--- src/hw/soc_pkg.sv ---
/* bus types shared by the two-master AHB-lite fabric
   single word transfers only, no hsize/hburst/hprot/hmastlock */
package soc_pkg;

   ////////////////////////////////////////////////////////////
   // bus words

   typedef logic [31:0] addr_t;
   typedef logic [31:0] data_t;

   // only IDLE and NONSEQ are ever issued
   typedef enum logic [1:0] {
      IDLE   = 2'b00,
      NONSEQ = 2'b10
   } htrans_e;

   typedef struct packed {
      htrans_e htrans;
      addr_t   haddr;
      logic    hwrite;
      data_t   hwdata;                 // valid one cycle after the address phase
   } ahb_req_t;

   typedef struct packed {
      data_t hrdata;
      logic  hready;
      logic  hresp;                    // 1 = error
   } ahb_rsp_t;

   ////////////////////////////////////////////////////////////
   // slave select, one-hot

   typedef logic [1:0] slv_sel_t;

   localparam int SEL_SRAM = 0;
   localparam int SEL_TMR  = 1;

   // default slave sequence
   typedef enum logic [1:0] {
      ERR_IDLE,
      ERR_FIRST,                       // hready low, hresp high
      ERR_SECOND                       // hready high, hresp high
   } err_state_e;

   ////////////////////////////////////////////////////////////
   // timer register map

   localparam logic [3:0] TMR_CTRL  = 4'h0;
   localparam logic [3:0] TMR_CMP   = 4'h4;
   localparam logic [3:0] TMR_COUNT = 4'h8;   // read only
   localparam logic [3:0] TMR_STAT  = 4'hC;   // bit 0 pending, w1c

   localparam int CTRL_EN = 0;
   localparam int CTRL_IE = 1;

endpackage

--- src/hw/timer_counter.sv ---
/* free-running compare counter, holds while disabled
   a compare value below the count makes it wrap without a match */
`timescale 1ns/1ns

module timer_counter (
   input  logic           hclk_i,
   input  logic           rst_n_i,
   input  logic           enable_i,
   input  soc_pkg::data_t cmp_i,
   output soc_pkg::data_t count_o,
   output logic           match_o
);

   soc_pkg::data_t count_q;

   always_ff @(posedge hclk_i) begin
      if (!rst_n_i) begin
         count_q <= '0;
      end else if (enable_i) begin
         if (count_q >= cmp_i) begin
            count_q <= '0;                // wrap the cycle after the match
         end else begin
            count_q <= count_q + 32'd1;
         end
      end
   end

   assign match_o = enable_i && (count_q == cmp_i);
   assign count_o = count_q;

   // after one settled cycle the count stays inside the compare window
   assert property (@(posedge hclk_i) disable iff (!rst_n_i)
      (enable_i && $past(enable_i) && $stable(cmp_i)) |-> (count_q <= cmp_i));

endmodule

--- config.mk ---
export PLATFORM = sky130hd
export DESIGN_NAME = timer_counter
export DESIGN_NICKNAME = d
export VERILOG_FILES = /design/src/hw/soc_pkg.sv /design/src/hw/timer_counter.sv
export SDC_FILE = /design/constraint.sdc
export NUM_CORES = 1
export LEC_CHECK = 0
export ABC_AREA = 0
export BUFFER_PORTS_ARGS = -buffer_cell sky130_fd_sc_hd__buf_2
export CAP_MARGIN = 20
export CORE_ASPECT_RATIO = 0.9
export CORE_MARGIN = 3
export CORE_UTILIZATION = 50
export CTS_CLUSTER_DIAMETER = 30
export DETAILED_ROUTE_END_ITERATION = 7
export PLACE_DENSITY = 0.78
export SETUP_SLACK_MARGIN = 0.02
export SLEW_MARGIN = 20
export SYNTH_ARGS = -nofsm -noshare
export SYNTH_HDL_FRONTEND = slang
export SYNTH_SLANG_ARGS = --single-unit
--- constraint.sdc ---
create_clock -name hclk_i -period 2.1 [get_ports hclk_i]
set_input_delay 0.21 -clock hclk_i [delete_from_list [all_inputs] [get_ports hclk_i]]
set_output_delay 0.21 -clock hclk_i [all_outputs]
set_load 0.005 [all_outputs]
==> summary.md <==
## Worst setup path
* CP Class: reg2reg
* Cell Chain, Critical Path: ha_1 -> a21oi_1 -> o21ai_0 -> a221oi_2 -> o211ai_1 -> buf_4 -> nor4b_1 -> o21a_1
* worst-path fanout max: 3
* crit path capture type: flip-flop
* largest stage delay on the critical path: 0.32 ns
* crit path buf inv count: 1
* required time of the critical path: 2.33 ns
* library cell contributing the largest single delay on the critical path: sky130_fd_sc_hd__dfxtp_1
* Arr. time, crit path: 2.33 ns
* critical path startpoint category: flip-flop
* Largest delay share family, worst path: compound AO/OA/AOI/OAI gates

## Timing
* Setup-failing EPs final: 0
* Slew @ Worst Pin: 0.334 ns
* final setup skew: 0.00727 ns
* minimum clock period after layout: 2.10 ns
* final hold violation count: 0
* Total Neg Setup Slack: 0 ns
* Slew Limit Headroom: 77.7%
* Fmax: 0.477 GHz
* max-slew violation total from the final report: 0
* final clock period utilization by the worst path: 99.8%

## CTS
* clock latency on the worst-skew pair: 0.29 ns
* cts hold-fix bufs: 0
* Clock Pin Slew Worst Setup and Hold Paths: 0.06 ns
* number of levels in the clock H-tree: 2
* CTS Buf Count: 5
* sinks on the clock net: 32
* maximum count of clock buffers along a single path: 2
* TritonCTS clock tree: done
* buffers inserted during post-CTS setup optimization: 0
* library cell used as clock root buffer: sky130_fd_sc_hd__clkbuf_8

## Power and ir drop
* power density normalized to cell area: 398 nW/um2
* worst supply voltage drop on vdd: 0.430 mV
* LEAKAGE: 0.00150 uW

## Run status
* status: complete, no violations

## Yosys
* proportion of register bits with asynchronous set or reset after synthesis: 0%
* sequential share of the synthesized area: 28.2%
* area share of the largest cell type after synthesis: 28.2%
* share of the synthesized area in compound gates (AO/OA/AOI/OAI): 8.04%
* ranking of synthesized cells by area: sky130_fd_sc_hd__dfxtp_1 28%, sky130_fd_sc_hd__ha_1 18%, sky130_fd_sc_hd__nor2_1 8.3%
* syn nets: 356
* post-synthesis area per instance: 7.89 um2
* Synth Warn #: 0
* adder and majority cell fraction of the synthesized area: 18.2%
* number of synthesized flops with an enable pin: 0
* synthesized area: 2270 um2
* primary flip-flop cell chosen by synthesis mapping: sky130_fd_sc_hd__dfxtp_1
* simple-gate share of the synthesized area: 26.7%
* number of unique standard cell types used by synthesis: 36
* number of register bits inferred by synthesis: 32
* parity-gate share of the synthesized area counting xor and xnor cells: 11.2%
* mux cell area share after synthesis: 0%
* combinational family with the most area after synthesis: simple AND/OR/NAND/NOR gates
* library cell occupying the most area in the post-synthesis netlist: sky130_fd_sc_hd__dfxtp_1
* count of mapped cells out of synthesis: 288

## Placement
* gp weighted congestion: 0.835
* detailed placement HPWL: 4.43 mm
* quantity of I/O buffers inserted on ports: 67
* post-placement cell area: 2850 um2

## Layout
* # nets final: 450
* final cell area excluding filler cells: 2960 um2
* max reg flops: 32
* Post-Route Utilization: 70.2%
* Area growth, synth to finish: 30.2%
* fill cell count: 361
* Ant. Diodes: 0
* layout cell share with drive strength beyond 1: 28.9%

## Run
* maximum capacitance violations: 0

## GRT
* global-route wire length before repair: 9.10 mm
* Overall Global Routing Usage: 20.4%
* largest net degree at the start of global routing: 23
* GR Overflow Total: 0
* via count of the first global-routing pass: 2098
* antenna violations before repair: 0

## Detailed routing
* number of vias after detailed routing: 2248
* TritonRoute pass-1 iters: 4
* Iteration-0 DRC Markers: 113
* average routed wire per standard cell: 12.5 um
* total wirelength of the detailed-routed design: 5.49 mm
* routed via count divided by cell count: 5.11
* residual antenna-violating net count after detailed routing: 0
* number of remaining DRC errors: 0

## Die
* I/O pin count: 68
* standard-cell rows: 22
* die span in y: 69.9 um
* area enclosed by the die boundary: 5390 um2
* Die Span X: 77.0 um
* starting utilization of the core area: 53.9%
* area of the core: 4210 um2

## Min path
* path category of the worst min-delay check: in2reg

==> cell families after synthesis <==
logic type	Yosys count
and+or+nand+nor	122
xor gates and xnor gates	29
buffers and inverters	42
DFF	32
AOI/OAI and AO/OA	30
adders and majority gates	33
==> cell usage after synthesis, drive strengths merged, types with 2 or more instances <==
cell type  count
inv           37
and4           5
dfxtp         32
nor3           2
o21ai          7
nor2          50
nor3b          2
a21oi         14
xor2          13
buf            4
nand2         24
a211o          2
a31oi          2
nand3b         2
nand3          8
nand2b         4
ha            33
and3           3
xnor2         16
nand4         15
or3            2
==> power by group <==
group          switching, uW  internal (uW)
combinational           69.6           66.1
clock                    216            213
sequential              2.00            610
==> layer usage <==
metal	wire length [um]	up-vias	share of wire, %	GRT usage, %
met1	2480	1028	45	25.8
met2	2660	56	49	35.2
li1	-	1158	-	-
met5	0	-	0	0
met3	274	6	5.0	3.87
met4	69	0	1.3	5.73
==> final cells by class <==
cell class	instances	area [um2]	share of cell area (%)
Inverter	37	139	4.70
Sequential cell	32	643	21.8
Timing Repair Buffer	92	536	18.1
Clock buffer	5	68.8	2.33
Tap cell	60	75.1	2.54
Multi-Input combinational cell	214	1500	50.6
==> worst paths after layout <==
check / startpoint / slack (ns) / end / depth (start not counted)
min: rst_n_i / 0.20 / count_o[0] / 2
max: count_o[21] / 0.004 / count_o[0] / 8
min reg2reg: count_o[27] / 0.56 / count_o[27] / 2
max reg2reg: count_o[21] / 0.004 / count_o[0] / 8
==> placed cells by master (no fill, tap or decap), drive strengths merged, types with 5 or more instances in the layout <==
cell type and instances:
nand4 15, and4 5, dfxtp 32, xnor2 16, o21ai 7, nor2 50
inv 37, a21oi 14, buf 92, nand3 8, clkbuf 5, xor2 13
nand2 24, ha 33
==> what timing repair did <==
item	4_1_cts	5_1_grt
gates cloned	0	0
resized for setup	1	9
pin swaps	0	4
hold endpoints to repair	0	0
endpoints found under the setup margin	1	33
==> through the flow <==
stage | hold WS [ns] | std cells | worst slack (ns) | total power, uW
2_1_floorplan | 0.328 | 288 | 0.112 | 700
3_3_place_gp | 0.485 | 435 | 0.118 | 754
3_5_place_dp | 0.493 | 435 | 0.0587 | 759
4_1_cts | 0.194 | 440 | 0.0389 | 1180
5_1_grt | 0.200 | 440 | -0.0802 | 1220
6_report | 0.198 | 440 | 0.00375 | 1180
==> worst reg2reg max path, delay by kind of cell, from the launching register on <==
kind | cells | cell delay (ns)
buffers and inverters | 1 | 0.18
AO/OA/AOI/OAI | 5 | 0.93
flip-flops | 1 | 0.32
AND/OR/NAND/NOR | 1 | 0.32
adder cells (fa/ha/maj) | 1 | 0.30
Note: power is estimated with default switching activity, not from simulation.
