--- config.mk ---
export PLATFORM = sky130hd
export DESIGN_NAME = ahb_decoder
export DESIGN_NICKNAME = d
export VERILOG_FILES = /design/src/hw/soc_pkg.sv /design/src/hw/ahb_decoder.sv
export SDC_FILE = /design/constraint.sdc
export NUM_CORES = 1
export LEC_CHECK = 0
export ABC_AREA = 1
export BUFFER_PORTS_ARGS = -buffer_cell sky130_fd_sc_hd__buf_2
export CAP_MARGIN = 0
export CORE_MARGIN = 10
export CORE_UTILIZATION = 23
export DETAILED_ROUTE_END_ITERATION = 10
export MAX_ROUTING_LAYER = met4
export PLACE_DENSITY = 0.77
export REMOVE_ABC_BUFFERS = 1
export SKIP_CTS_REPAIR_TIMING = 1
export SLEW_MARGIN = 15
export SYNTH_ARGS = -nofsm -noshare
export SYNTH_HDL_FRONTEND = slang
export SYNTH_SLANG_ARGS = --single-unit
--- constraint.sdc ---
create_clock -name hclk_i -period 0.99 [get_ports hclk_i]
set_input_delay 0 -clock hclk_i [delete_from_list [all_inputs] [get_ports hclk_i]]
set_output_delay 0 -clock hclk_i [all_outputs]
set_load 0.05 [all_outputs]
--- src/hw/soc_pkg.sv ---
/* bus types shared by the two-master AHB-lite fabric
   single word transfers only, no hsize/hburst/hprot/hmastlock */
package soc_pkg;

   ////////////////////////////////////////////////////////////
   // bus words

   typedef logic [31:0] addr_t;
   typedef logic [31:0] data_t;

   // only IDLE and NONSEQ are ever issued
   typedef enum logic [1:0] {
      IDLE   = 2'b00,
      NONSEQ = 2'b10
   } htrans_e;

   typedef struct packed {
      htrans_e htrans;
      addr_t   haddr;
      logic    hwrite;
      data_t   hwdata;                 // valid one cycle after the address phase
   } ahb_req_t;

   typedef struct packed {
      data_t hrdata;
      logic  hready;
      logic  hresp;                    // 1 = error
   } ahb_rsp_t;

   ////////////////////////////////////////////////////////////
   // slave select, one-hot

   typedef logic [1:0] slv_sel_t;

   localparam int SEL_SRAM = 0;
   localparam int SEL_TMR  = 1;

   // default slave sequence
   typedef enum logic [1:0] {
      ERR_IDLE,
      ERR_FIRST,                       // hready low, hresp high
      ERR_SECOND                       // hready high, hresp high
   } err_state_e;

   ////////////////////////////////////////////////////////////
   // timer register map

   localparam logic [3:0] TMR_CTRL  = 4'h0;
   localparam logic [3:0] TMR_CMP   = 4'h4;
   localparam logic [3:0] TMR_COUNT = 4'h8;   // read only
   localparam logic [3:0] TMR_STAT  = 4'hC;   // bit 0 pending, w1c

   localparam int CTRL_EN = 0;
   localparam int CTRL_IE = 1;

endpackage

--- src/hw/ahb_decoder.sv ---
/* base/mask decode for two slave regions plus the default slave
   overlapping regions are illegal, unmapped accesses get a two cycle error
   and read as zero */
`timescale 1ns/1ns

module ahb_decoder #(
   parameter soc_pkg::addr_t SRAM_BASE = 32'h2000_0000,
   parameter soc_pkg::addr_t SRAM_MASK = 32'hE000_0000,
   parameter soc_pkg::addr_t TMR_BASE  = 32'h4000_0400,
   parameter soc_pkg::addr_t TMR_MASK  = 32'hFFFF_FFC0
) (
   input  logic              hclk_i,
   input  logic              rst_n_i,
   input  soc_pkg::ahb_req_t bus_req_i,
   input  soc_pkg::data_t    sram_rdata_i,
   input  logic              sram_ready_i,
   input  soc_pkg::data_t    tmr_rdata_i,
   input  logic              tmr_ready_i,
   output soc_pkg::slv_sel_t hsel_o,
   output soc_pkg::ahb_rsp_t bus_rsp_o
);

   logic                req_vld;
   logic                miss;
   soc_pkg::slv_sel_t   hit;
   soc_pkg::slv_sel_t   dsel_q;            // data phase select
   soc_pkg::err_state_e err_q;
   soc_pkg::err_state_e err_d;

   ////////////////////////////////////////////////////////////
   // address phase

   assign req_vld = (bus_req_i.htrans == soc_pkg::NONSEQ);

   assign hit[soc_pkg::SEL_SRAM] = ((bus_req_i.haddr & SRAM_MASK) == SRAM_BASE);
   assign hit[soc_pkg::SEL_TMR]  = ((bus_req_i.haddr & TMR_MASK) == TMR_BASE);

   assign hsel_o = req_vld ? hit : '0;
   assign miss   = req_vld && (hit == '0);   // goes to the default slave

   always_ff @(posedge hclk_i) begin
      if (!rst_n_i) begin
         dsel_q <= '0;
      end else if (bus_rsp_o.hready) begin
         dsel_q <= hsel_o;
      end
   end

   ////////////////////////////////////////////////////////////
   // default slave

   always_comb begin
      err_d = err_q;
      case (err_q)
         soc_pkg::ERR_IDLE: begin
            if (miss && bus_rsp_o.hready) begin
               err_d = soc_pkg::ERR_FIRST;
            end
         end
         soc_pkg::ERR_FIRST:  err_d = soc_pkg::ERR_SECOND;
         // hready is high here, so a new miss starts straight away
         soc_pkg::ERR_SECOND: err_d = miss ? soc_pkg::ERR_FIRST : soc_pkg::ERR_IDLE;
         default:             err_d = soc_pkg::ERR_IDLE;
      endcase
   end

   always_ff @(posedge hclk_i) begin
      if (!rst_n_i) begin
         err_q <= soc_pkg::ERR_IDLE;
      end else begin
         err_q <= err_d;
      end
   end

   ////////////////////////////////////////////////////////////
   // data phase response mux

   always_comb begin
      bus_rsp_o.hrdata = '0;
      bus_rsp_o.hready = 1'b1;
      bus_rsp_o.hresp  = (err_q != soc_pkg::ERR_IDLE);
      if (err_q == soc_pkg::ERR_FIRST) begin
         bus_rsp_o.hready = 1'b0;
      end else if (dsel_q[soc_pkg::SEL_SRAM]) begin
         bus_rsp_o.hrdata = sram_rdata_i;
         bus_rsp_o.hready = sram_ready_i;
      end else if (dsel_q[soc_pkg::SEL_TMR]) begin
         bus_rsp_o.hrdata = tmr_rdata_i;
         bus_rsp_o.hready = tmr_ready_i;
      end
   end

   // catches overlapping regions set at the top level
   assert property (@(posedge hclk_i) disable iff (!rst_n_i) $onehot0(hsel_o));

endmodule

==> flow_summary.json <==
{
  "outcome": "finished with violations",
  "violations": "setup timing",
  "hold_end": "dsel_q[1]$_SDFFE_PN0P_",
  "worst_slew_pin_slew_ps": 314.5,
  "core_area_um2": 3716,
  "ioPinCount": 171,
  "dr.max_layer_used": "met4",
  "wl_met2_mm": 3.127,
  "syn_inst": 184,
  "worstRegToRegCells": 7,
  "hold_path.class": "in2reg",
  "fp.dieW_um": 82.37,
  "placedCellCount": 362,
  "holdWs_ps": 40.01,
  "hpwl_mm": 4.180,
  "worst_slack_ps": -372.4,
  "grt_pass1_vias": 1455,
  "ctsLongestPathBuffers": 2,
  "rows": 22,
  "numPortBuffers": 131,
  "arrival_ps": 1360,
  "wl_met1_mm": 2.311,
  "worstPathRequired_ps": 990,
  "synth_area_um2": 894.6,
  "firstDrtPassIters": 4,
  "grt_pass1_wl_mm": 6.555,
  "slew_viol_final": 0,
  "clk_pin_slew_worst_paths_ps": 30,
  "clock_latency_ps": 210,
  "post-route-util_pct": 60.24,
  "hold_viol_final": 0,
  "r2r-start": "dsel_q[0]$_SDFFE_PN0P_",
  "initial_utilization_pct": 24.07,
  "area_delta_synth_final_pct": 150.2,
  "vias": 1758,
  "gr-total-overflow": 0,
  "globalRouteTotalUtil_pct": 12.09,
  "layout_min_cycle_time_ps": 1362,
  "critPathKind": "reg2out",
  "cts_tree": "done",
  "worstPathMaxFanout": 18,
  "postRouteAntennaNets": 0,
  "viasPerCell": 4.764,
  "rsz0062_at_grt": "true",
  "drc_errors": 0,
  "p_leak_nw": 1.073,
  "wl_per_cell_um": 16.86,
  "cts.sinks": 4,
  "ff2ff_setup_slack_ps": -210,
  "antenna_found_initial": 0,
  "die_h_um": 82.37,
  "synth_cell_type_count": 18,
  "drtIter0Drc": 64,
  "hold_start": "rst_n_i",
  "yosysWarnings": 0,
  "grt_max_degree": 26,
  "ys_ff_latch": 4,
  "finalSetupViolCount": 37,
  "met3_length_um": 735,
  "clock-skew-final_ps": 1.144,
  "crit_path_start_kind": "flop",
  "totalWireLength_mm": 6.222,
  "total_power_mw": 1.242,
  "r2r-end": "dsel_q[1]$_SDFFE_PN0P_",
  "syn_avg_cell_area_um2": 4.862,
  "root_buffer": "clkbuf_8",
  "finalCritPeriodShare_pct": 137.6,
  "cts-htree-levels": 1,
  "die-area_um2": 6784,
  "ys_seq_area_share_pct": 8.951,
  "drive_gt1_share_pct": 62.93,
  "gp_congestion": 0.9429,
  "ir_drop_uv": 286.7,
  "post-place-ws_ps": -224.8,
  "end_kind": "output port",
  "num_antenna_cells": 0,
  "max_freq_ghz": 0.7340,
  "p_per_area_nw_per_um2": 554.7,
  "instances_no_fill": 369,
  "nets": 458,
  "worstHoldPathCells": 3,
  "cts_inserted_buffers": 3,
  "drv_cap": 0,
  "max-slew-margin-rel_pct": 78.87,
  "n_fill_cell": 305
}
## worst max-delay path by stage
stage / start / to / cells after the start
finish: dsel_q[0]$_SDFFE_PN0P_ / bus_rsp_o[21] / 5
global route: dsel_q[0]$_SDFFE_PN0P_ / bus_rsp_o[21] / 5
CTS: dsel_q[0]$_SDFFE_PN0P_ / bus_rsp_o[11] / 6
detailed placement: dsel_q[0]$_SDFFE_PN0P_ / bus_rsp_o[11] / 6
global placement: dsel_q[0]$_SDFFE_PN0P_ / bus_rsp_o[11] / 6
floorplan: dsel_q[0]$_SDFFE_PN0P_ / bus_rsp_o[10] / 3
## worst max-delay path, cell delays in order (launching register included)
cell	delay [ps]
dfxtp_4	360
nor2_8	160
buf_12	160
nand2_1	70
a21oi_1	160
buf_4	230
## layout make-up
type	count	area, um2	share of cell area (%)
Sequential cell	4	86.33	3.857
Timing Repair Buffer	144	1066	47.62
Tap cell	48	60.06	2.683
Multi-Input combinational cell	159	943.4	42.15
Clock buffer	3	41.29	1.845
Inverter	11	41.29	1.845
## through the flow
stage,TNS (ps),instance area (um2)
finish,-10630,2238
global route,-12420,2238
CTS,-14440,1722
detailed placement,-6604,1680
global placement,-5958,1680
floorplan,-31730,819.5
## flip-flops by register name (all words and copies together), names as in the netlist
name,count
dsel_q,2
err_q,2
## layer usage
metal,GRT usage [%],vias to the layer above
met5,-,-
met4,2.041,0
met3,3.888,4
met2,21.70,108
met1,12.81,787
li1,-,859
## power by group
group / switching [mW] / total [mW] / internal (mW)
registers: 0.00316 / 0.169 / 0.166
logic: 0.411 / 0.739 / 0.327
clock network: 0.0758 / 0.334 / 0.258
total: 0.490 / 1.24 / 0.751
## logic make-up after synthesis
group | Yosys count | synth area share, %
AO/OA/AOI/OAI | 37 | 22.66
buffers and inverters | 21 | 13.01
flip-flops | 4 | 8.951
AND/OR/NAND/NOR | 122 | 55.38
## cell usage after synthesis (all sizes together)
| library cell | n | area (um2) |
|---|---|---|
| nand2 | 82 | 315.3 |
| a21oi | 34 | 177.7 |
| nor2 | 32 | 136.4 |
| inv | 11 | 41.29 |
| buf | 10 | 75.07 |
| dfxtp | 4 | 80.08 |
| nor3 | 3 | 15.01 |
| nand3 | 2 | 10.01 |
| nand4 | 2 | 12.51 |
| o211ai | 2 | 20.02 |
| o21ai | 1 | 5.000 |
| or2 | 1 | 6.260 |
## cell usage in the layout, fill, tap and decap left out, types with 6 or more instances in the layout
cell,n
buf_2,96
nand2_1,66
nor2_1,31
buf_6,28
a21oi_2,24
buf_4,10
nand2_4,9
inv_1,8
nand2_2,6
No activity file was read; power rests on OpenSTA's default activity.
