--- src/hw/soc_pkg.sv ---
/* bus types shared by the two-master AHB-lite fabric
   single word transfers only, no hsize/hburst/hprot/hmastlock */
package soc_pkg;

   ////////////////////////////////////////////////////////////
   // bus words

   typedef logic [31:0] addr_t;
   typedef logic [31:0] data_t;

   // only IDLE and NONSEQ are ever issued
   typedef enum logic [1:0] {
      IDLE   = 2'b00,
      NONSEQ = 2'b10
   } htrans_e;

   typedef struct packed {
      htrans_e htrans;
      addr_t   haddr;
      logic    hwrite;
      data_t   hwdata;                 // valid one cycle after the address phase
   } ahb_req_t;

   typedef struct packed {
      data_t hrdata;
      logic  hready;
      logic  hresp;                    // 1 = error
   } ahb_rsp_t;

   ////////////////////////////////////////////////////////////
   // slave select, one-hot

   typedef logic [1:0] slv_sel_t;

   localparam int SEL_SRAM = 0;
   localparam int SEL_TMR  = 1;

   // default slave sequence
   typedef enum logic [1:0] {
      ERR_IDLE,
      ERR_FIRST,                       // hready low, hresp high
      ERR_SECOND                       // hready high, hresp high
   } err_state_e;

   ////////////////////////////////////////////////////////////
   // timer register map

   localparam logic [3:0] TMR_CTRL  = 4'h0;
   localparam logic [3:0] TMR_CMP   = 4'h4;
   localparam logic [3:0] TMR_COUNT = 4'h8;   // read only
   localparam logic [3:0] TMR_STAT  = 4'hC;   // bit 0 pending, w1c

   localparam int CTRL_EN = 0;
   localparam int CTRL_IE = 1;

endpackage

--- src/hw/ahb_arbiter.sv ---
/* fixed priority with master 0 winning whenever it requests
   a losing master 1 that still owns a data phase gets its response parked
   and handed back once its own address phase is accepted */
`timescale 1ns/1ns

module ahb_arbiter (
   input  logic              hclk_i,
   input  logic              rst_n_i,
   input  soc_pkg::ahb_req_t m0_req_i,
   input  soc_pkg::ahb_req_t m1_req_i,
   input  soc_pkg::ahb_rsp_t slv_rsp_i,
   output soc_pkg::ahb_rsp_t m0_rsp_o,
   output soc_pkg::ahb_rsp_t m1_rsp_o,
   output soc_pkg::ahb_req_t bus_req_o
);

   logic           m0_act;
   logic           m1_act;
   logic           gnt_m1;
   logic           m1_lose;
   logic           m1_park;
   logic           dp_vld_q;             // a data phase is on the bus
   logic           dp_own_q;             // set when master 1 owns it
   logic           hold_vld_q;
   soc_pkg::data_t hold_rdata_q;
   logic           hold_resp_q;

   assign m0_act  = (m0_req_i.htrans == soc_pkg::NONSEQ);
   assign m1_act  = (m1_req_i.htrans == soc_pkg::NONSEQ);
   assign gnt_m1  = m1_act && !m0_act;
   assign m1_lose = m1_act && m0_act;
   // master 1 data phase finishes while it is being held off
   assign m1_park = m1_lose && dp_vld_q && dp_own_q && slv_rsp_i.hready;

   ////////////////////////////////////////////////////////////
   // request path

   always_comb begin
      bus_req_o        = gnt_m1 ? m1_req_i : m0_req_i;
      bus_req_o.hwdata = dp_own_q ? m1_req_i.hwdata : m0_req_i.hwdata;
   end

   always_ff @(posedge hclk_i) begin
      if (!rst_n_i) begin
         dp_vld_q <= 1'b0;
         dp_own_q <= 1'b0;
      end else if (slv_rsp_i.hready) begin   // grant only lands on hready
         dp_vld_q <= m0_act || m1_act;
         dp_own_q <= gnt_m1;
      end
   end

   ////////////////////////////////////////////////////////////
   // parked response for master 1

   always_ff @(posedge hclk_i) begin
      if (!rst_n_i) begin
         hold_vld_q <= 1'b0;
      end else if (m1_park) begin
         hold_vld_q <= 1'b1;
      end else if (gnt_m1 && slv_rsp_i.hready) begin
         hold_vld_q <= 1'b0;
      end
   end

   always_ff @(posedge hclk_i) begin
      if (m1_park) begin
         hold_rdata_q <= slv_rsp_i.hrdata;
         hold_resp_q  <= slv_rsp_i.hresp;
      end
   end

   ////////////////////////////////////////////////////////////
   // response path

   always_comb begin
      m0_rsp_o.hready = slv_rsp_i.hready;
      m0_rsp_o.hrdata = slv_rsp_i.hrdata;
      m0_rsp_o.hresp  = slv_rsp_i.hresp && dp_vld_q && !dp_own_q;

      m1_rsp_o.hready = slv_rsp_i.hready && !m1_lose;   // back-pressure
      m1_rsp_o.hrdata = hold_vld_q ? hold_rdata_q : slv_rsp_i.hrdata;
      m1_rsp_o.hresp  = hold_vld_q ? hold_resp_q
                                   : (slv_rsp_i.hresp && dp_vld_q && dp_own_q);
   end

   // a granted address phase is taken by exactly one master
   assert property (@(posedge hclk_i) disable iff (!rst_n_i)
      ((m0_act || m1_act) && slv_rsp_i.hready)
      |-> ((m0_act && m0_rsp_o.hready) != (m1_act && m1_rsp_o.hready)));

endmodule

--- config.mk ---
export PLATFORM = sky130hd
export DESIGN_NAME = ahb_arbiter
export DESIGN_NICKNAME = d
export VERILOG_FILES = /design/src/hw/soc_pkg.sv /design/src/hw/ahb_arbiter.sv
export SDC_FILE = /design/constraint.sdc
export NUM_CORES = 1
export LEC_CHECK = 0
export BUFFER_PORTS_ARGS = -buffer_cell sky130_fd_sc_hd__buf_2
export CAP_MARGIN = 25
export CORE_AREA = 2 2 119 121
export DETAILED_ROUTE_END_ITERATION = 6
export DIE_AREA = 0 0 121 123
export PLACE_DENSITY_LB_ADDON = 0.3
export SETUP_SLACK_MARGIN = 0.3
export SLEW_MARGIN = 20
export SYNTH_ARGS = -nofsm -noshare
export SYNTH_HDL_FRONTEND = slang
export SYNTH_SLANG_ARGS = --single-unit
--- constraint.sdc ---
create_clock -name hclk_i -period 4.5 [get_ports hclk_i]
set_input_delay 0.9 -clock hclk_i [delete_from_list [all_inputs] [get_ports hclk_i]]
set_output_delay 0.9 -clock hclk_i [all_outputs]
set_load 0.03 [all_outputs]
==> results.cfg, run 1 <==
[status]
status = completed

[min_path]
min_path_type = flip-flop to flip-flop

[logic_synthesis]
muxShareOfSynthArea_pct = 44.11
seq_area_frac_synth_pct = 38.48
synthXorXnorAreaFrac_pct = 0
synth.distinct_cells = 23
yosysTopAreaCell = edfxtp_1
synth_area_sq_um = 2731
synthDominantCellAreaShare_pct = 36.28
ys_ff_latch = 36
async_flop_share_pct = 0
synth_area_leaders = edfxtp_1 36%, mux2_2 23%, mux2_4 16%
synthSimpleGateAreaFrac_pct = 4.169
synth_adder_area_share_pct = 0
ys_warn_count = 0
synth_top_family_by_area = multiplexers
synth_compound_area_share_pct = 1.466
avgSynthCellArea_sq_um = 13.79
ys.flop_type = edfxtp_1
mappedNetlistNets = 368
synth-edff-count = 33
synthCells = 198

[clock_network]
cts_tree = done
cts_resized = 0
clk-insertion-delay-late_ns = 0.27
ctsRootBufferMaster = clkbuf_16
clock_sinks = 36
cts_setup_buffers = 0
clockBufferDepth = 2
clkTransAtPathRegs_ns = 0.05
cts_made_buffers = 5
ctsHoldBuffers = 0
htreeDepth = 2

[timing]
post-route-min-period_ns = 3.243
worst_hold_slack_ns = 0.5712
fin_crit_sh_pct = 72.06
max_freq_mhz = 308.4
rsz0062_at_grt = no
finalHoldViolations = 0
setup_viol = 0
skew_ns = 0.002551
tns_ns = 0
maxSlewHeadroom_pct = 46.34
slew_violations = 0
worst-slew-pin-transition_ns = 0.8049

[grt]
gr-max-usage-layer = met2
grt.total_usage_pct = 11.57
antenna_found_initial = 1
grt_pass1_wl_mm = 13.09
grt_overflow_total = 0
grt_pass1_vias = 2340
met3_usage_pct = 2.906
use_met2_pct = 18.82
grt_max_degree = 37
met1_usage_pct = 15.26

[final_layout]
drive_gt1_share_pct = 86.54
layout_commonest_cell = buf_2
n_antenna_cell = 0
area_delta_synth_final_pct = 58.04
finalNetCount = 637
fillers = 1421
final_cell_mix = 304 x buf_2, 57 x mux2_2, 33 x edfxtp_1, 30 x mux2_4, 10 x mux2_1
fin_cells = 648

[die]
io_pins = 305
fp.dieH_um = 123
rows = 43
core_area_sq_um = 13610
dieArea_sq_um = 14880
chipWidth_um = 121
start_util_pct = 20.07

[drt]
wl_per_cell_um = 14.92
firstDrtPassIters = 4
vias_per_cell = 3.994
drc = 0
vias = 2588
first_iter_violations = 71
ant_nets = 0
drt-total-wl_mm = 9.667

[placed_design]
gp_congestion = 0.8563
io_buffers = 304
dp_hpwl_mm = 8.210
placed_cells = 640

[pwr]
p_leak_nw = 2.122
pwr_density_cell_nw_per_um2 = 255.8
total_power_mw = 1.104
ir_drop_uv = 120.4

[critical_path]
critPathMaxFanout = 33
cp.required_ns = 3.60
cp-end-kind = output pin
arrival_ns = 2.34
r2r_slack_ns = 2.75
setup.worst_path.start_class = input pin
worstSetupPathType = input pin to output pin

[flow_run]
cap_viol_max_count = 0
## area by class of cell
type | count | area (sq um) | share of cell area (%)
well taps | 180 | 225.2 | 5.217
clock inverters | 3 | 13.76 | 0.3188
multi-input cells | 118 | 1364 | 31.59
clock buffers | 5 | 125.1 | 2.899
flip-flops and latches | 36 | 1052 | 24.38
repair buffers | 306 | 1536 | 35.59
## metal layers
layer | vias up | part of all wire (%)
met5 | - | 0
met4 | 0 | 1.5
met3 | 11 | 7.8
met2 | 152 | 49
met1 | 1183 | 41
li1 | 1242 | -
## per-stage QoR
step	worst slack, ns	cell area (sq um)	utilization [%]
2_1_floorplan	0.5805	2731	-
3_3_place_gp	1.267	4178	30.69
3_5_place_dp	1.246	4178	30.69
4_1_cts	1.243	4317	31.71
5_1_grt	1.195	4317	31.71
6_report	1.257	4317	31.71
## synthesized netlist by cell type, types with 2 or more instances
| library cell | count |
|---|---|
| buf_2 | 8 |
| mux2_4 | 30 |
| buf_4 | 33 |
| nand2_1 | 2 |
| nand2b_1 | 3 |
| o21ai_0 | 2 |
| dfxtp_1 | 3 |
| and2_1 | 2 |
| nand3_1 | 2 |
| buf_6 | 3 |
| edfxtp_1 | 33 |
| mux2_2 | 57 |
| mux2_1 | 10 |
## logic make-up (layout without fill, tap and decap cells)
family / count (synthesis) / after routing
multiplexers: 97 / 97
buffers and inverters: 44 / 314
flip-flops: 36 / 36
AND/OR/NAND/NOR: 15 / 15
AO/OA/AOI/OAI: 6 / 6
## worst paths after layout
path | start | endpoint | depth (start not counted)
min reg2reg | dp_vld_q | dp_vld_q | 2
max reg2reg | dp_own_q | hold_rdata_q[15] | 4
max | m1_req_i[65] | bus_req_o[32] | 5
min | dp_vld_q | dp_vld_q | 2
## report_power, final
part	switching (mW)	internal, mW	total [mW]
registers	0.000793	0.366	0.367
logic	0.246	0.166	0.412
clock network	0.125	0.201	0.326
## flip-flops by register name, summed over array words and instances, names as in the netlist
register      count
dp_own_q          1
dp_vld_q          1
hold_rdata_q     32
hold_resp_q       1
hold_vld_q        1
## worst max-delay path: stages
cell	delay, ns
buf_2	0.10
nand2b_4	0.18
nor2_8	0.58
mux2_1	0.38
buf_2	0.18
No activity file was read; power rests on OpenSTA's default activity.
==> run 2: changes to the inputs <==
--- a/config.mk
+++ b/config.mk
@@ -5,11 +5,12 @@
 export SDC_FILE = /design/constraint.sdc
 export NUM_CORES = 1
 export LEC_CHECK = 0
+export ABC_AREA = 1
 export BUFFER_PORTS_ARGS = -buffer_cell sky130_fd_sc_hd__buf_2
 export CAP_MARGIN = 25
-export CORE_AREA = 2 2 119 121
+export CORE_AREA = 2 2 120 122
 export DETAILED_ROUTE_END_ITERATION = 6
-export DIE_AREA = 0 0 121 123
+export DIE_AREA = 0 0 122 124
 export PLACE_DENSITY_LB_ADDON = 0.3
 export SETUP_SLACK_MARGIN = 0.3
 export SLEW_MARGIN = 20
==> constraint.sdc (replaced) <==
create_clock -name hclk_i -period 2.6 [get_ports hclk_i]
set_input_delay 0.52 -clock hclk_i [delete_from_list [all_inputs] [get_ports hclk_i]]
set_output_delay 0.52 -clock hclk_i [all_outputs]
set_load 0.03 [all_outputs]
==> run 2 against run 1 <==
- first-iteration DRC count rose by 140%
- combinational power rose by 74%
- non-clock buffer count rose by 7
- wire length rose by 9.9%
- cell count rose by 23%
- hold slack got worse by 0.13 ns
- cell area rose by 2.9%
- flip-flop and latch count did not move
- sequential power rose by 74%
==> results.cfg, run 2 <==
[critical_path]
crit_path_top_delay_cell = nand2_4
cp-end-kind = output pin
arrival_ns = 1.64
worstSetupPathType = input pin to output pin
cp_slowest_stage_delay_ns = 0.35
critPathMaxFanout = 33
path_cells = buf_2 -> inv_1 -> nand2_4 -> nand2_4 -> nand2_1 -> nand2_1 -> buf_2
setup.worst_path.start_class = input pin
cp.required_ns = 2.08

[drt]
drc = 0
wl_per_cell_um = 13.28
firstDrtPassIters = 4
vias = 3205
first_iter_violations = 167
ant_nets = 0
vias_per_cell = 4.006
drt-total-wl_mm = 10.63

[final_layout]
multi_input_area_sq_um = 1365
ff_latch_area_sq_um = 1052
area_delta_synth_final_pct = 55.98
top_register = hold_rdata_q
postLayoutCellArea_sq_um = 4442
finalNetCount = 785
largest_reg_flops = 32
layout_commonest_cell = buf_2
fillers = 1528
final_cell_mix = 304 x buf_2, 170 x nand2_1, 35 x nand3_1, 33 x edfxtp_1, 27 x mux2_4
drive_gt1_share_pct = 57.95

[pwr]
p_leak_nw = 2.496
ir_drop_uv = 276.0
total_power_mw = 1.939
pwr_density_cell_nw_per_um2 = 436.6

[timing]
worst-slew-pin-transition_ns = 0.3773
skew_ns = 0.005455
worst_hold_slack_ns = 0.4398
post-route-min-period_ns = 2.162
maxSlewHeadroom_pct = 74.84
max_freq_mhz = 462.5
slew_violations = 0
tns_ns = 0
postLayoutSetupSlackWorst_ns = 0.4378
fin_crit_sh_pct = 83.16
finalHoldViolations = 0
setup_viol = 0
rsz0062_at_grt = no

[logic_synthesis]
synth_area_leaders = edfxtp_1 35%, nand2_1 22%, mux2_4 14%
async_flop_share_pct = 0
seq_area_frac_synth_pct = 36.91
yosysTopAreaCell = edfxtp_1
synthDominantCellAreaShare_pct = 34.80
avgSynthCellArea_sq_um = 8.183
mappedNetlistNets = 518
synth_compound_area_share_pct = 0.7909
synth.distinct_cells = 19
synthCells = 348
synthSimpleGateAreaFrac_pct = 30.93
synth_common_cells = 170 x nand2_1, 37 x buf_4, 35 x nand3_1
synth_area_sq_um = 2848
synth-edff-count = 33
synth_adder_area_share_pct = 0
synth_most_common_cell = nand2_1
ys.flop_type = edfxtp_1
synthXorXnorAreaFrac_pct = 0
synth_top_family_by_area = simple AND/OR/NAND/NOR gates
muxShareOfSynthArea_pct = 16.21
ys_ff_latch = 36
ys_warn_count = 0

[grt]
antenna_found_initial = 5
grt_max_degree = 34
grt_pass1_vias = 2929
grt_overflow_total = 0
grt_pass1_wl_mm = 15.04
grt.total_usage_pct = 12.78
met3_usage_pct = 2.885
use_met2_pct = 23.99
gr-max-usage-layer = met2
met1_usage_pct = 14.06

[flow_run]
cap_viol_max_count = 0

[die]
io_pins = 305
chipWidth_um = 122
start_util_pct = 20.76
rows = 43
core_area_sq_um = 13720
fp.dieH_um = 124
dieArea_sq_um = 15130

[clock_network]
htreeDepth = 2
clock_sinks = 36
cts_setup_buffers = 0
clk-insertion-delay-late_ns = 0.27
ctsRootBufferMaster = clkbuf_16
cts_made_buffers = 5
cts_tree = done
ctsHoldBuffers = 0
clkTransAtPathRegs_ns = 0.05
cts_resized = 0
clockBufferDepth = 2

[min_path]
min_path_type = input pin to flip-flop

[placed_design]
dp_hpwl_mm = 8.638
gp_congestion = 0.8280
place_ws_ns = 0.4453
io_buffers = 304
dpl_cell_area_sq_um = 4290

[status]
status = completed
## run 2: where the power goes
| part | leakage [nW] | internal [mW] | switching, mW |
|---|---|---|---|
| registers | 0.321 | 0.633 | 0.00418 |
| clock network | 0.0681 | 0.358 | 0.227 |
| logic | 2.11 | 0.263 | 0.455 |
## run 2: cell type report
class,count,area share (%)
inverters,9,0.7606
multi-input cells,250,30.73
well taps,180,5.070
flip-flops and latches,36,23.69
diodes,4,0.2254
clock buffers,7,2.986
repair buffers,313,36.34
clock inverters,1,0.1972
## run 2: final timing paths
path	slack, ns	endpoint	start	cells past startpoint
worst max-delay path	0.44	bus_req_o[46]	m0_req_i[65]	7
worst min-delay path	0.44	hold_resp_q	slv_rsp_i[0]	1
worst max register to register	1.15	hold_rdata_q[31]	dp_own_q	5
worst min register to register	0.55	dp_vld_q	dp_vld_q	2
## run 2: logic make-up (layout without fill, tap and decap cells)
group,Yosys count,after routing
buffers and inverters,62,330
AND/OR/NAND/NOR,214,214
other,0,4
flip-flops,36,36
AO/OA/AOI/OAI,4,4
multiplexers,32,32
## run 2: critical path: cells and delay by family
family | cells | cell delay (ns)
buf+inv | 3 | 0.38
simple gates | 4 | 0.71
## run 2: per-stage QoR
step                utilization, %  cells
finish                       32.38    800
global route                 32.38    800
CTS                          32.30    796
detailed placement           31.27    788
global placement             31.27    788
floorplan                        -    348
## run 2: metal layers
metal	part of all wire (%)	vias to the layer above
met3	9.5	12
met2	52	162
met5	0	-
met4	1.5	0
li1	-	1632
met1	37	1399
