$ cat src/hw/soc_pkg.sv
/* bus types shared by the two-master AHB-lite fabric
   single word transfers only, no hsize/hburst/hprot/hmastlock */
package soc_pkg;

   ////////////////////////////////////////////////////////////
   // bus words

   typedef logic [31:0] addr_t;
   typedef logic [31:0] data_t;

   // only IDLE and NONSEQ are ever issued
   typedef enum logic [1:0] {
      IDLE   = 2'b00,
      NONSEQ = 2'b10
   } htrans_e;

   typedef struct packed {
      htrans_e htrans;
      addr_t   haddr;
      logic    hwrite;
      data_t   hwdata;                 // valid one cycle after the address phase
   } ahb_req_t;

   typedef struct packed {
      data_t hrdata;
      logic  hready;
      logic  hresp;                    // 1 = error
   } ahb_rsp_t;

   ////////////////////////////////////////////////////////////
   // slave select, one-hot

   typedef logic [1:0] slv_sel_t;

   localparam int SEL_SRAM = 0;
   localparam int SEL_TMR  = 1;

   // default slave sequence
   typedef enum logic [1:0] {
      ERR_IDLE,
      ERR_FIRST,                       // hready low, hresp high
      ERR_SECOND                       // hready high, hresp high
   } err_state_e;

   ////////////////////////////////////////////////////////////
   // timer register map

   localparam logic [3:0] TMR_CTRL  = 4'h0;
   localparam logic [3:0] TMR_CMP   = 4'h4;
   localparam logic [3:0] TMR_COUNT = 4'h8;   // read only
   localparam logic [3:0] TMR_STAT  = 4'hC;   // bit 0 pending, w1c

   localparam int CTRL_EN = 0;
   localparam int CTRL_IE = 1;

endpackage

$ cat src/hw/timer_regs.sv
/* register block of the single timer, zero wait states
   only the low 4 address bits are decoded, writes to TMR_COUNT are dropped */
`timescale 1ns/1ns

module timer_regs (
   input  logic              hclk_i,
   input  logic              rst_n_i,
   input  logic              hsel_i,
   input  soc_pkg::ahb_req_t req_i,
   input  logic              hready_i,
   input  logic              match_i,
   input  soc_pkg::data_t    count_i,
   output soc_pkg::data_t    hrdata_o,
   output logic              hreadyout_o,
   output logic              enable_o,
   output soc_pkg::data_t    cmp_o,
   output logic              irq_o
);

   logic           act_q;
   logic           wr_q;
   logic [3:0]     off_q;
   logic [1:0]     ctrl_q;               // {irq enable, count enable}
   soc_pkg::data_t cmp_q;
   logic           pend_q;
   logic           wr_en;

   assign wr_en = act_q && wr_q && hready_i;

   ////////////////////////////////////////////////////////////
   // address phase capture

   always_ff @(posedge hclk_i) begin
      if (!rst_n_i) begin
         act_q <= 1'b0;
         wr_q  <= 1'b0;
      end else if (hready_i) begin
         act_q <= hsel_i;
         wr_q  <= hsel_i && req_i.hwrite;
      end
   end

   always_ff @(posedge hclk_i) begin
      if (hready_i && hsel_i) begin
         off_q <= req_i.haddr[3:0];
      end
   end

   ////////////////////////////////////////////////////////////
   // registers

   always_ff @(posedge hclk_i) begin
      if (!rst_n_i) begin
         ctrl_q <= '0;
         cmp_q  <= '0;
         pend_q <= 1'b0;
      end else begin
         if (wr_en && off_q == soc_pkg::TMR_CTRL) begin
            ctrl_q <= req_i.hwdata[1:0];
         end
         if (wr_en && off_q == soc_pkg::TMR_CMP) begin
            cmp_q <= req_i.hwdata;
         end
         // a new match beats a clear in the same cycle
         if (match_i) begin
            pend_q <= 1'b1;
         end else if (wr_en && off_q == soc_pkg::TMR_STAT && req_i.hwdata[0]) begin
            pend_q <= 1'b0;
         end
      end
   end

   // read mux, data phase
   always_comb begin
      case (off_q)
         soc_pkg::TMR_CTRL:  hrdata_o = {30'd0, ctrl_q};
         soc_pkg::TMR_CMP:   hrdata_o = cmp_q;
         soc_pkg::TMR_COUNT: hrdata_o = count_i;
         soc_pkg::TMR_STAT:  hrdata_o = {31'd0, pend_q};
         default:            hrdata_o = '0;
      endcase
   end

   assign hreadyout_o = 1'b1;
   assign enable_o    = ctrl_q[soc_pkg::CTRL_EN];
   assign cmp_o       = cmp_q;
   assign irq_o       = pend_q && ctrl_q[soc_pkg::CTRL_IE];

endmodule

$ cat config.mk
export PLATFORM = sky130hd
export DESIGN_NAME = timer_regs
export DESIGN_NICKNAME = d
export VERILOG_FILES = /design/src/hw/soc_pkg.sv /design/src/hw/timer_regs.sv
export SDC_FILE = /design/constraint.sdc
export NUM_CORES = 1
export LEC_CHECK = 0
export ABC_AREA = 1
export BUFFER_PORTS_ARGS = -buffer_cell sky130_fd_sc_hd__buf_2
export CORE_MARGIN = 4
export CORE_UTILIZATION = 24
export DETAILED_ROUTE_END_ITERATION = 10
export PLACE_DENSITY_LB_ADDON = 0.1
export SETUP_SLACK_MARGIN = 0.15
export SLEW_MARGIN = 20
export SYNTH_ARGS = -nofsm -noshare
export SYNTH_HDL_FRONTEND = slang
export SYNTH_SLANG_ARGS = --single-unit
$ cat constraint.sdc
create_clock -name hclk_i -period 1.35 [get_ports hclk_i]
set_input_delay 0.0675 -clock hclk_i [delete_from_list [all_inputs] [get_ports hclk_i]]
set_output_delay 0.0675 -clock hclk_i [all_outputs]
set_load 0.01 [all_outputs]
==> results of run 1 <==
[layout by cell type, fill, tap and decap left out]
master	synthesis	layout
nor2_2	0	5
edfxtp_1	4	4
o21ai_1	32	13
buf_2	3	139
nand2_2	1	1
nand2_8	0	1
nand3_2	0	1
nor3_1	2	2
clkbuf_16	0	3
nand3_1	4	3
clkbuf_1	6	3
o21ai_2	0	19
nand4_1	1	1
nor3_4	0	1
a21oi_1	3	3
clkbuf_8	0	5
nand2_1	106	104
inv_2	3	4
nor2_1	69	42
dfxtp_1	37	37
buf_6	0	4
nand2_4	0	1
conb_1	1	1
buf_16	0	3
nor2_4	1	23
inv_1	8	6
clkinv_8	0	1
o21ai_0	2	2
buf_12	0	7
buf_8	0	2
dlygate4sd3_1	0	5
[worst max-delay path by stage]
| stage | slack, ps | endpoint | depth (start not counted) |
|---|---|---|---|
| global placement | 60 | cmp_o[21] | 7 |
| finish | -220 | hrdata_o[0] | 7 |
| global route | -310 | hrdata_o[11] | 7 |
| CTS | -230 | hrdata_o[0] | 7 |
| floorplan | 150 | cmp_o[0] | 7 |
| detailed placement | 30 | cmp_o[21] | 7 |
[cell families (layout without fill, tap and decap cells)]
group / after synthesis / in the layout / synth area share
AO/OA/AOI/OAI: 37 / 37 / 0.0979
buffers and inverters: 27 / 182 / 0.0635
flip-flops: 41 / 41 / 0.455
other: 1 / 1 / 0.00198
AND/OR/NAND/NOR: 185 / 185 / 0.381
[report_power, final]
group / switching [uW] / total [uW] / internal [uW]
Sequential: 9.83 / 1250 / 1240
Clock: 405 / 773 / 368
Combinational: 147 / 297 / 150
[registers in the layout (all words and copies together) (netlist names)]
name	cells
cmp_o	32
wr_q	1
off_q	4
ctrl_q	2
act_q	1
pend_q	1
[stage by stage]
step	utilization	power (uW)
final	0.447	2320
after global routing	0.447	2440
after CTS	0.404	2360
after detailed placement	0.359	1530
after global placement	0.359	1530
after floorplan	-	1380
[cells in the mapped netlist, drive strengths merged]
cell and n:
nor3 3, o21ai 34, nand2 107, clkbuf 6
dfxtp 37, nand3 4, nor2 70, a21oi 3
buf 10, conb 1, nand4 1, inv 11
edfxtp 4
[tightest hold or removal path: cells and delay by family]
| family | cells | cell delay, ps |
|---|---|---|
| compound gates | 1 | 50 |
| simple gates | 1 | 60 |
| buf+inv | 1 | 80 |
[per-layer routing]
layer | vias to the layer above | part of all wire | GRT usage
met2 | 66 | 0.52 | 0.248
met1 | 1017 | 0.42 | 0.159
met3 | 2 | 0.060 | 0.0368
met5 | - | 0 | 0
met4 | 0 | 0.0031 | 0.0259
li1 | 1217 | - | -
[layout make-up]
class	instances	area (sq um)
Tap cell	102	128
Clock buffer	8	80.1
Fill cell	844	4250
Timing Repair Buffer	163	1120
Multi-Input combinational cell	223	1190
Inverter	11	53.8
Sequential cell	41	861
[timing repair]
item                       CTS  global route
resized for setup           32            61
setup endpoints to repair   64            66
hold endpoints to repair     5             0
hold buffers                 5             0
buffers inserted             2             2
pin swaps                    3            23
gates cloned                 3             3
==> results.cfg, run 1 <==
[status]
status = complete, but fails checks
violations = negative setup slack

[yosys]
ys_types = 20
yosys_warnings = 0
yosys_register_bits = 41
syn_area_per_cell_sq_um = 6.50
synth_top_area_frac = 0.392
yosysSeqAreaShare = 0.455
yosysTopAreaCell = dfxtp_1
syn_nets = 395
synthCells = 291
synth_area_leaders = dfxtp_1 39%, nand2_1 21%, nor2_1 14%, o21ai_1 8.5%, edfxtp_1 6.4%
synth_area_sq_um = 1890

[timing]
finalCritPeriodShare = 1.16
hold_violations = 0
hold_ws_ps = 15.0
drv_slew = 0
fmax_mhz = 638
setup_ws_ps = -217
setup-tns-final_ps = -8950
rsz0062_at_grt = yes
min_period_ps = 1570
setup_violations = 64
finClkSkew_ps = 5.00

[power]
cellPowerDensity_nw_per_um2 = 676
leakagePower_uw = 0.00183
ir_worst_vdd_uv = 414

[global_route]
antenna_found_initial = 0
grt_usage = 0.136
grt_max_degree = 21
globalRouteOverflowTotal = 0
grt_pass1_vias = 2102
grt_pass1_wl_microns = 10400

[final_layout]
drive_gt1_frac = 0.493
fin_cells = 548
layout.nets = 549
fin_area_sq_um = 3430
diodes = 0
area_growth_pct = 81.7

[job]
drv_cap = 0

[setup_path]
cp_cell_sequence = inv_2 -> nand2_2 -> nor2_4 -> buf_6 -> nand2_1 -> nand4_1 -> buf_2
reg2reg_slack_ps = -180
path_class = register to output pin
critPathTopFamily = flip-flops
cp_max_fo = 14
critPathLaunch = off_q[3]
r2r-end = cmp_o[20]
r2r_start = off_q[3]
r2r_cells = 10
endpoint_kind = output pin
cp_slowest_cell = edfxtp_1
slowest_delay_ps = 430
start_kind = register
cp_data_required_time_ps = 1280
path_buf_inv = 3
worstPathArrival_ps = 1500

[placed_design]
port_buffers = 139
dpl_cell_area_sq_um = 2760
place_inst = 525
routabilityCongestion = 0.759
dp_hpwl_microns = 4670
place_ws_ps = 26.5

[cts]
cts_sinks = 41
cts_root_buf = clkbuf_8
htreeDepth = 2
cts_tree = yes
tritoncts.num_buffers = 5
cts.path.max_buffers = 2
path_clk_slew_ps = 80
worstSkewPairLatency_ps = 280

[floorplanning]
die_area_sq_um = 9360
fp.dieW_microns = 96.8
rows = 32
coreArea_sq_um = 7690
die_y_microns = 96.8
start_util = 0.246
ios = 171

[detailed_routing]
firstDrtPassIters = 4
wl_microns = 6760
drt_iter0_drc = 32
vias = 2302
ant_nets = 0
drt-vias-per-instance = 4.20
wl_per_cell_microns = 12.3
post-route-drc-count = 0

[worst_hold_path]
min-delay-start = req_i[18]
hold_path_end = cmp_o[18]
hold_depth = 3
hp-class = input pin to register
No activity file was read; power rests on OpenSTA's default activity.
==> run 2: changes to the inputs <==
--- a/config.mk
+++ b/config.mk
@@ -9,6 +9,7 @@
 export BUFFER_PORTS_ARGS = -buffer_cell sky130_fd_sc_hd__buf_2
 export CORE_MARGIN = 4
 export CORE_UTILIZATION = 24
+export CTS_BUF_LIST = sky130_fd_sc_hd__clkbuf_4 sky130_fd_sc_hd__clkbuf_8
 export DETAILED_ROUTE_END_ITERATION = 10
 export PLACE_DENSITY_LB_ADDON = 0.1
 export SETUP_SLACK_MARGIN = 0.15
==> run 2 against run 1 <==
  * The run still ends with negative setup slack left
  * Critical path depth is the same
  * Clock skew is essentially flat
  * Global-route usage hardly changed
  * Highest routed layer unchanged
==> results.cfg, run 2 (synthesized netlist as in run 1, its figures left out) <==
[status]
status = complete, but fails checks
violations = negative setup slack

[timing]
setup_ws_ps = -219
setup-tns-final_ps = -9170
min_period_ps = 1570
rsz0062_at_grt = yes
hold_violations = 0
setup_violations = 64
finalCritPeriodShare = 1.16
fmax_mhz = 637
drv_slew = 0
finClkSkew_ps = 5.36

[detailed_routing]
post-route-drc-count = 0
wl_microns = 6800
drt_iter0_drc = 40
ant_nets = 0
firstDrtPassIters = 4
wl_per_cell_microns = 12.4
vias = 2314
drt-vias-per-instance = 4.21

[global_route]
globalRouteOverflowTotal = 0
grt_usage = 0.136
grt_max_degree = 21
antenna_found_initial = 0
use_met3 = 0.0368
grt_use_met2 = 0.246
grt_pass1_wl_microns = 10400
grt_pass1_vias = 2087
grt_busiest_layer = met2
met1_usage = 0.161

[floorplanning]
die_y_microns = 96.8
rows = 32
fp.dieW_microns = 96.8
ios = 171
coreArea_sq_um = 7690
start_util = 0.246
die_area_sq_um = 9360

[setup_path]
slowest_delay_ps = 430
cp_max_fo = 14
reg2reg_slack_ps = -180
path_class = register to output pin
cp_slowest_cell = edfxtp_1
cp_cell_sequence = inv_2 -> nand2_2 -> nor2_4 -> buf_6 -> nand2_1 -> nand4_1 -> buf_2
start_kind = register
r2r_cells = 10
endpoint_kind = output pin
worstPathArrival_ps = 1500
cp_data_required_time_ps = 1280

[final_layout]
diodes = 0
drive_gt1_frac = 0.503
seqCellArea_sq_um = 861
final_common_cell = buf_2
multi_input_area_sq_um = 1200
area_growth_pct = 83.1
fin_area_sq_um = 3460
layout_common_cells = 139 x buf_2, 104 x nand2_1, 42 x nor2_1
n_fill_cell = 841
largest_register_ffs = 32
layout.nets = 550

[power]
ir_worst_vdd_uv = 413
leakagePower_uw = 0.00185
cellPowerDensity_nw_per_um2 = 688

[placed_design]
routabilityCongestion = 0.759
dp_hpwl_microns = 4670
dpl_cell_area_sq_um = 2760
port_buffers = 139

[worst_hold_path]
hp-class = input pin to register
hold_depth = 3

[cts]
tritoncts.num_buffers = 5
worstSkewPairLatency_ps = 290
path_clk_slew_ps = 80
cts.path.max_buffers = 2
cts_sinks = 41
htreeDepth = 2
cts_root_buf = clkbuf_8
cts_tree = yes

[job]
drv_cap = 0
-- run 2: cell count changes in the layout (fill, tap and decap cells not counted) --
cell,delta
o21ai_1,-1
clkbuf_1,-3
o21ai_2,+1
clkbuf_4,+3
buf_6,+1
-- run 2: final timing paths --
kind                   from           to
hold reg to reg       act_q        act_q
setup / recovery   off_q[3]  hrdata_o[0]
hold / removal    req_i[18]    cmp_o[18]
setup reg to reg   off_q[3]    cmp_o[20]
-- run 2: worst max-delay path, delay by kind of cell (launching register included) --
family / cells / cell delay, ps
flip-flops: 1 / 430
AND/OR/NAND/NOR: 4 / 360
buffers and inverters: 3 / 420
-- run 2: area by class of cell --
type                            count  area share
Sequential cell                    41       0.249
Inverter                           11      0.0155
Tap cell                          102      0.0369
Timing Repair Buffer              164       0.326
Clock buffer                        8      0.0264
Multi-Input combinational cell    223       0.346
-- run 2: per-stage QoR --
stage,util,hold slack [ps],total power (uW),cells,setup slack (ps)
floorplan,-,166,1380,291,145
global placement,0.359,250,1530,525,55.7
detailed placement,0.359,247,1530,525,26.5
CTS,0.406,1.76,2420,543,-232
global route,0.450,17.1,2500,549,-309
finish,0.450,14.3,2380,549,-219
-- run 2: routing by layer --
layer | vias to the layer above | wire [microns]
met5 | - | 0
li1 | 1219 | -
met2 | 71 | 3490
met3 | 2 | 413
met4 | 0 | 29
met1 | 1022 | 2870
-- run 2: power by group --
group / leakage [uW] / total (uW) / internal [uW] / switching [uW]
clock: 0.0000498 / 832 / 428 / 404
sequential: 0.000336 / 1250 / 1240 / 9.86
combinational: 0.00146 / 297 / 151 / 147
total: 0.00185 / 2380 / 1820 / 561
-- run 2: what timing repair did --
action	in CTS	in global routing
setup endpoints to repair	64	66
hold buffers	5	0
pin swaps	2	21
setup buffers	2	3
gates cloned	3	3
endpoints found under the hold margin	5	0
resized for setup	35	60
==> run 3: changes to the inputs <==
--- a/config.mk
+++ b/config.mk
@@ -11,7 +11,9 @@
 export CORE_UTILIZATION = 24
 export CTS_BUF_LIST = sky130_fd_sc_hd__clkbuf_4 sky130_fd_sc_hd__clkbuf_8
 export DETAILED_ROUTE_END_ITERATION = 10
+export HOLD_SLACK_MARGIN = 0.05
 export PLACE_DENSITY_LB_ADDON = 0.1
+export RECOVER_POWER = 100
 export SETUP_SLACK_MARGIN = 0.15
 export SLEW_MARGIN = 20
 export SYNTH_ARGS = -nofsm -noshare
==> run 3 against run 2 <==
  * The flow still finishes with violations (negative setup slack)
  * Utilization up 3.9 points
  * Clock skew grew 1.7 ps
  * Clock-buffer cell count is the same
  * First-iteration DRC count is 18% lower
  * Highest routed layer unchanged
  * Register-to-register slack about the same
  * Worst setup slack improved by 1.7 ps
  * Non-clock buffer count up 34
  * Die area unchanged
  * Sequential power barely moved
  * Sequential cell count unchanged
  * Largest power group unchanged
==> results.cfg, run 3 (synthesized netlist as in run 1, its figures left out) <==
[setup_path]
cp_max_fo = 14
path_class = register to output pin
start_kind = register
slowest_delay_ps = 430
r2r_cells = 10
worstPathArrival_ps = 1500
cp_num_cells = 7
reg2reg_slack_ps = -180
cp_data_required_time_ps = 1280
critPathLaunch = off_q[3]
cp_cell_sequence = inv_2 -> nand2_2 -> nor2_4 -> buf_6 -> nand2_1 -> nand4_1 -> buf_2
r2r_start = off_q[3]
r2r-end = cmp_o[20]
path_buf_inv = 3
cp_slowest_cell = edfxtp_1
crit_end = hrdata_o[0]
endpoint_kind = output pin
critPathTopFamily = flip-flops

[status]
violations = negative setup slack
status = complete, but fails checks

[final_layout]
layout_common_cells = 105 x buf_2, 104 x nand2_1, 42 x nor2_1
final_common_cell = buf_2
drive_gt1_frac = 0.397
largest_register_ffs = 32
area_growth_pct = 98.8
fin_area_sq_um = 3760
layout.nets = 584
diodes = 0
final_util = 0.489

[cts]
cts.path.max_buffers = 2
htreeDepth = 2
cts_sinks = 41
cts_root_buf = clkbuf_8
cts_tree = yes
tritoncts.num_buffers = 5
path_clk_slew_ps = 80
worstSkewPairLatency_ps = 290

[global_route]
grt_pass1_wl_microns = 10900
grt_usage = 0.141
grt_max_degree = 21
globalRouteOverflowTotal = 0
grt_pass1_vias = 2285
antenna_found_initial = 0

[detailed_routing]
ant_nets = 0
highest_layer = met4
drt_iter0_drc = 33
wl_microns = 6990
drt-vias-per-instance = 4.20
wl_per_cell_microns = 12.0
m1WireLength_microns = 2950
post-route-drc-count = 0
vias = 2449
dr_wl_met2_microns = 3630
dr_wl_met3_microns = 394
firstDrtPassIters = 4

[placed_design]
dp_hpwl_microns = 4670
dpl_cell_area_sq_um = 2760
port_buffers = 139
routabilityCongestion = 0.759

[floorplanning]
fp.dieW_microns = 96.8
coreArea_sq_um = 7690
start_util = 0.246
rows = 32
die_area_sq_um = 9360
ios = 171
die_y_microns = 96.8

[timing]
rsz0062_at_grt = yes
fmax_mhz = 638
finClkSkew_ps = 7.02
drv_slew = 0
setup_violations = 64
finalCritPeriodShare = 1.16
min_period_ps = 1570
setup_ws_ps = -217
hold_violations = 0

[power]
ir_worst_vdd_uv = 412
leakagePower_uw = 0.00184
cellPowerDensity_nw_per_um2 = 653
p_total_uw = 2460

[job]
drv_cap = 0

[worst_hold_path]
hp-class = input pin to register
run 3: changes by cell type in the layout (fill, tap and decap cells not counted):
cell	before	now
clkbuf_1	0	34
dlygate4sd3_1	5	39
buf_2	139	105
run 3: cell type report:
type | instances | area [sq um]
Inverter | 11 | 53.8
Clock buffer | 8 | 91.3
Multi-Input combinational cell | 223 | 1200
Sequential cell | 41 | 861
Tap cell | 102 | 128
Timing Repair Buffer | 198 | 1430
Fill cell | 832 | 3930
run 3: layer usage:
metal | up-vias | GRT usage
met2 | 72 | 0.263
met1 | 1087 | 0.162
met4 | 0 | 0.0259
met5 | - | 0
li1 | 1288 | -
met3 | 2 | 0.0353
run 3: what timing repair did:
action / in CTS / in global routing
endpoints found under the setup margin: 64 / 66
pin swaps: 2 / 21
resized for setup: 35 / 60
endpoints found under the hold margin: 40 / 0
setup buffers: 2 / 3
hold buffers: 39 / 0
gates cloned: 3 / 3
run 3: through the flow:
stage | cells | setup WS, ps | setup TNS [ps] | hold WS [ps]
6_report | 583 | -217 | -9200 | 68.0
3_5_place_dp | 525 | 26.5 | 0 | 247
5_1_grt | 583 | -311 | -15490 | 85.5
2_1_floorplan | 291 | 145 | 0 | 166
4_1_cts | 577 | -232 | -8190 | 52.5
3_3_place_gp | 525 | 55.7 | 0 | 250
run 3: worst min-delay path by stage:
stage / slack (ps) / depth (start not counted) / to / from
6_report: 70 / 3 / act_q / hready_i
4_1_cts: 50 / 3 / act_q / hready_i
2_1_floorplan: 170 / 0 / off_q[0] / req_i[33]
3_3_place_gp: 250 / 1 / off_q[0] / req_i[33]
5_1_grt: 90 / 3 / act_q / hready_i
3_5_place_dp: 250 / 1 / off_q[2] / req_i[35]
run 3: power by group:
group          total [uW]  leakage [uW]  switching (uW)  internal, uW
clock                 828     0.0000498             400           428
combinational         376       0.00145             161           214
sequential           1250      0.000336            9.88          1240
total                2460       0.00184             571          1880
run 3: tightest hold or removal path: cells and delay by family:
kind | cells | cell delay (ps)
AO/OA/AOI/OAI | 1 | 60
buffers and inverters | 1 | 110
AND/OR/NAND/NOR | 1 | 70
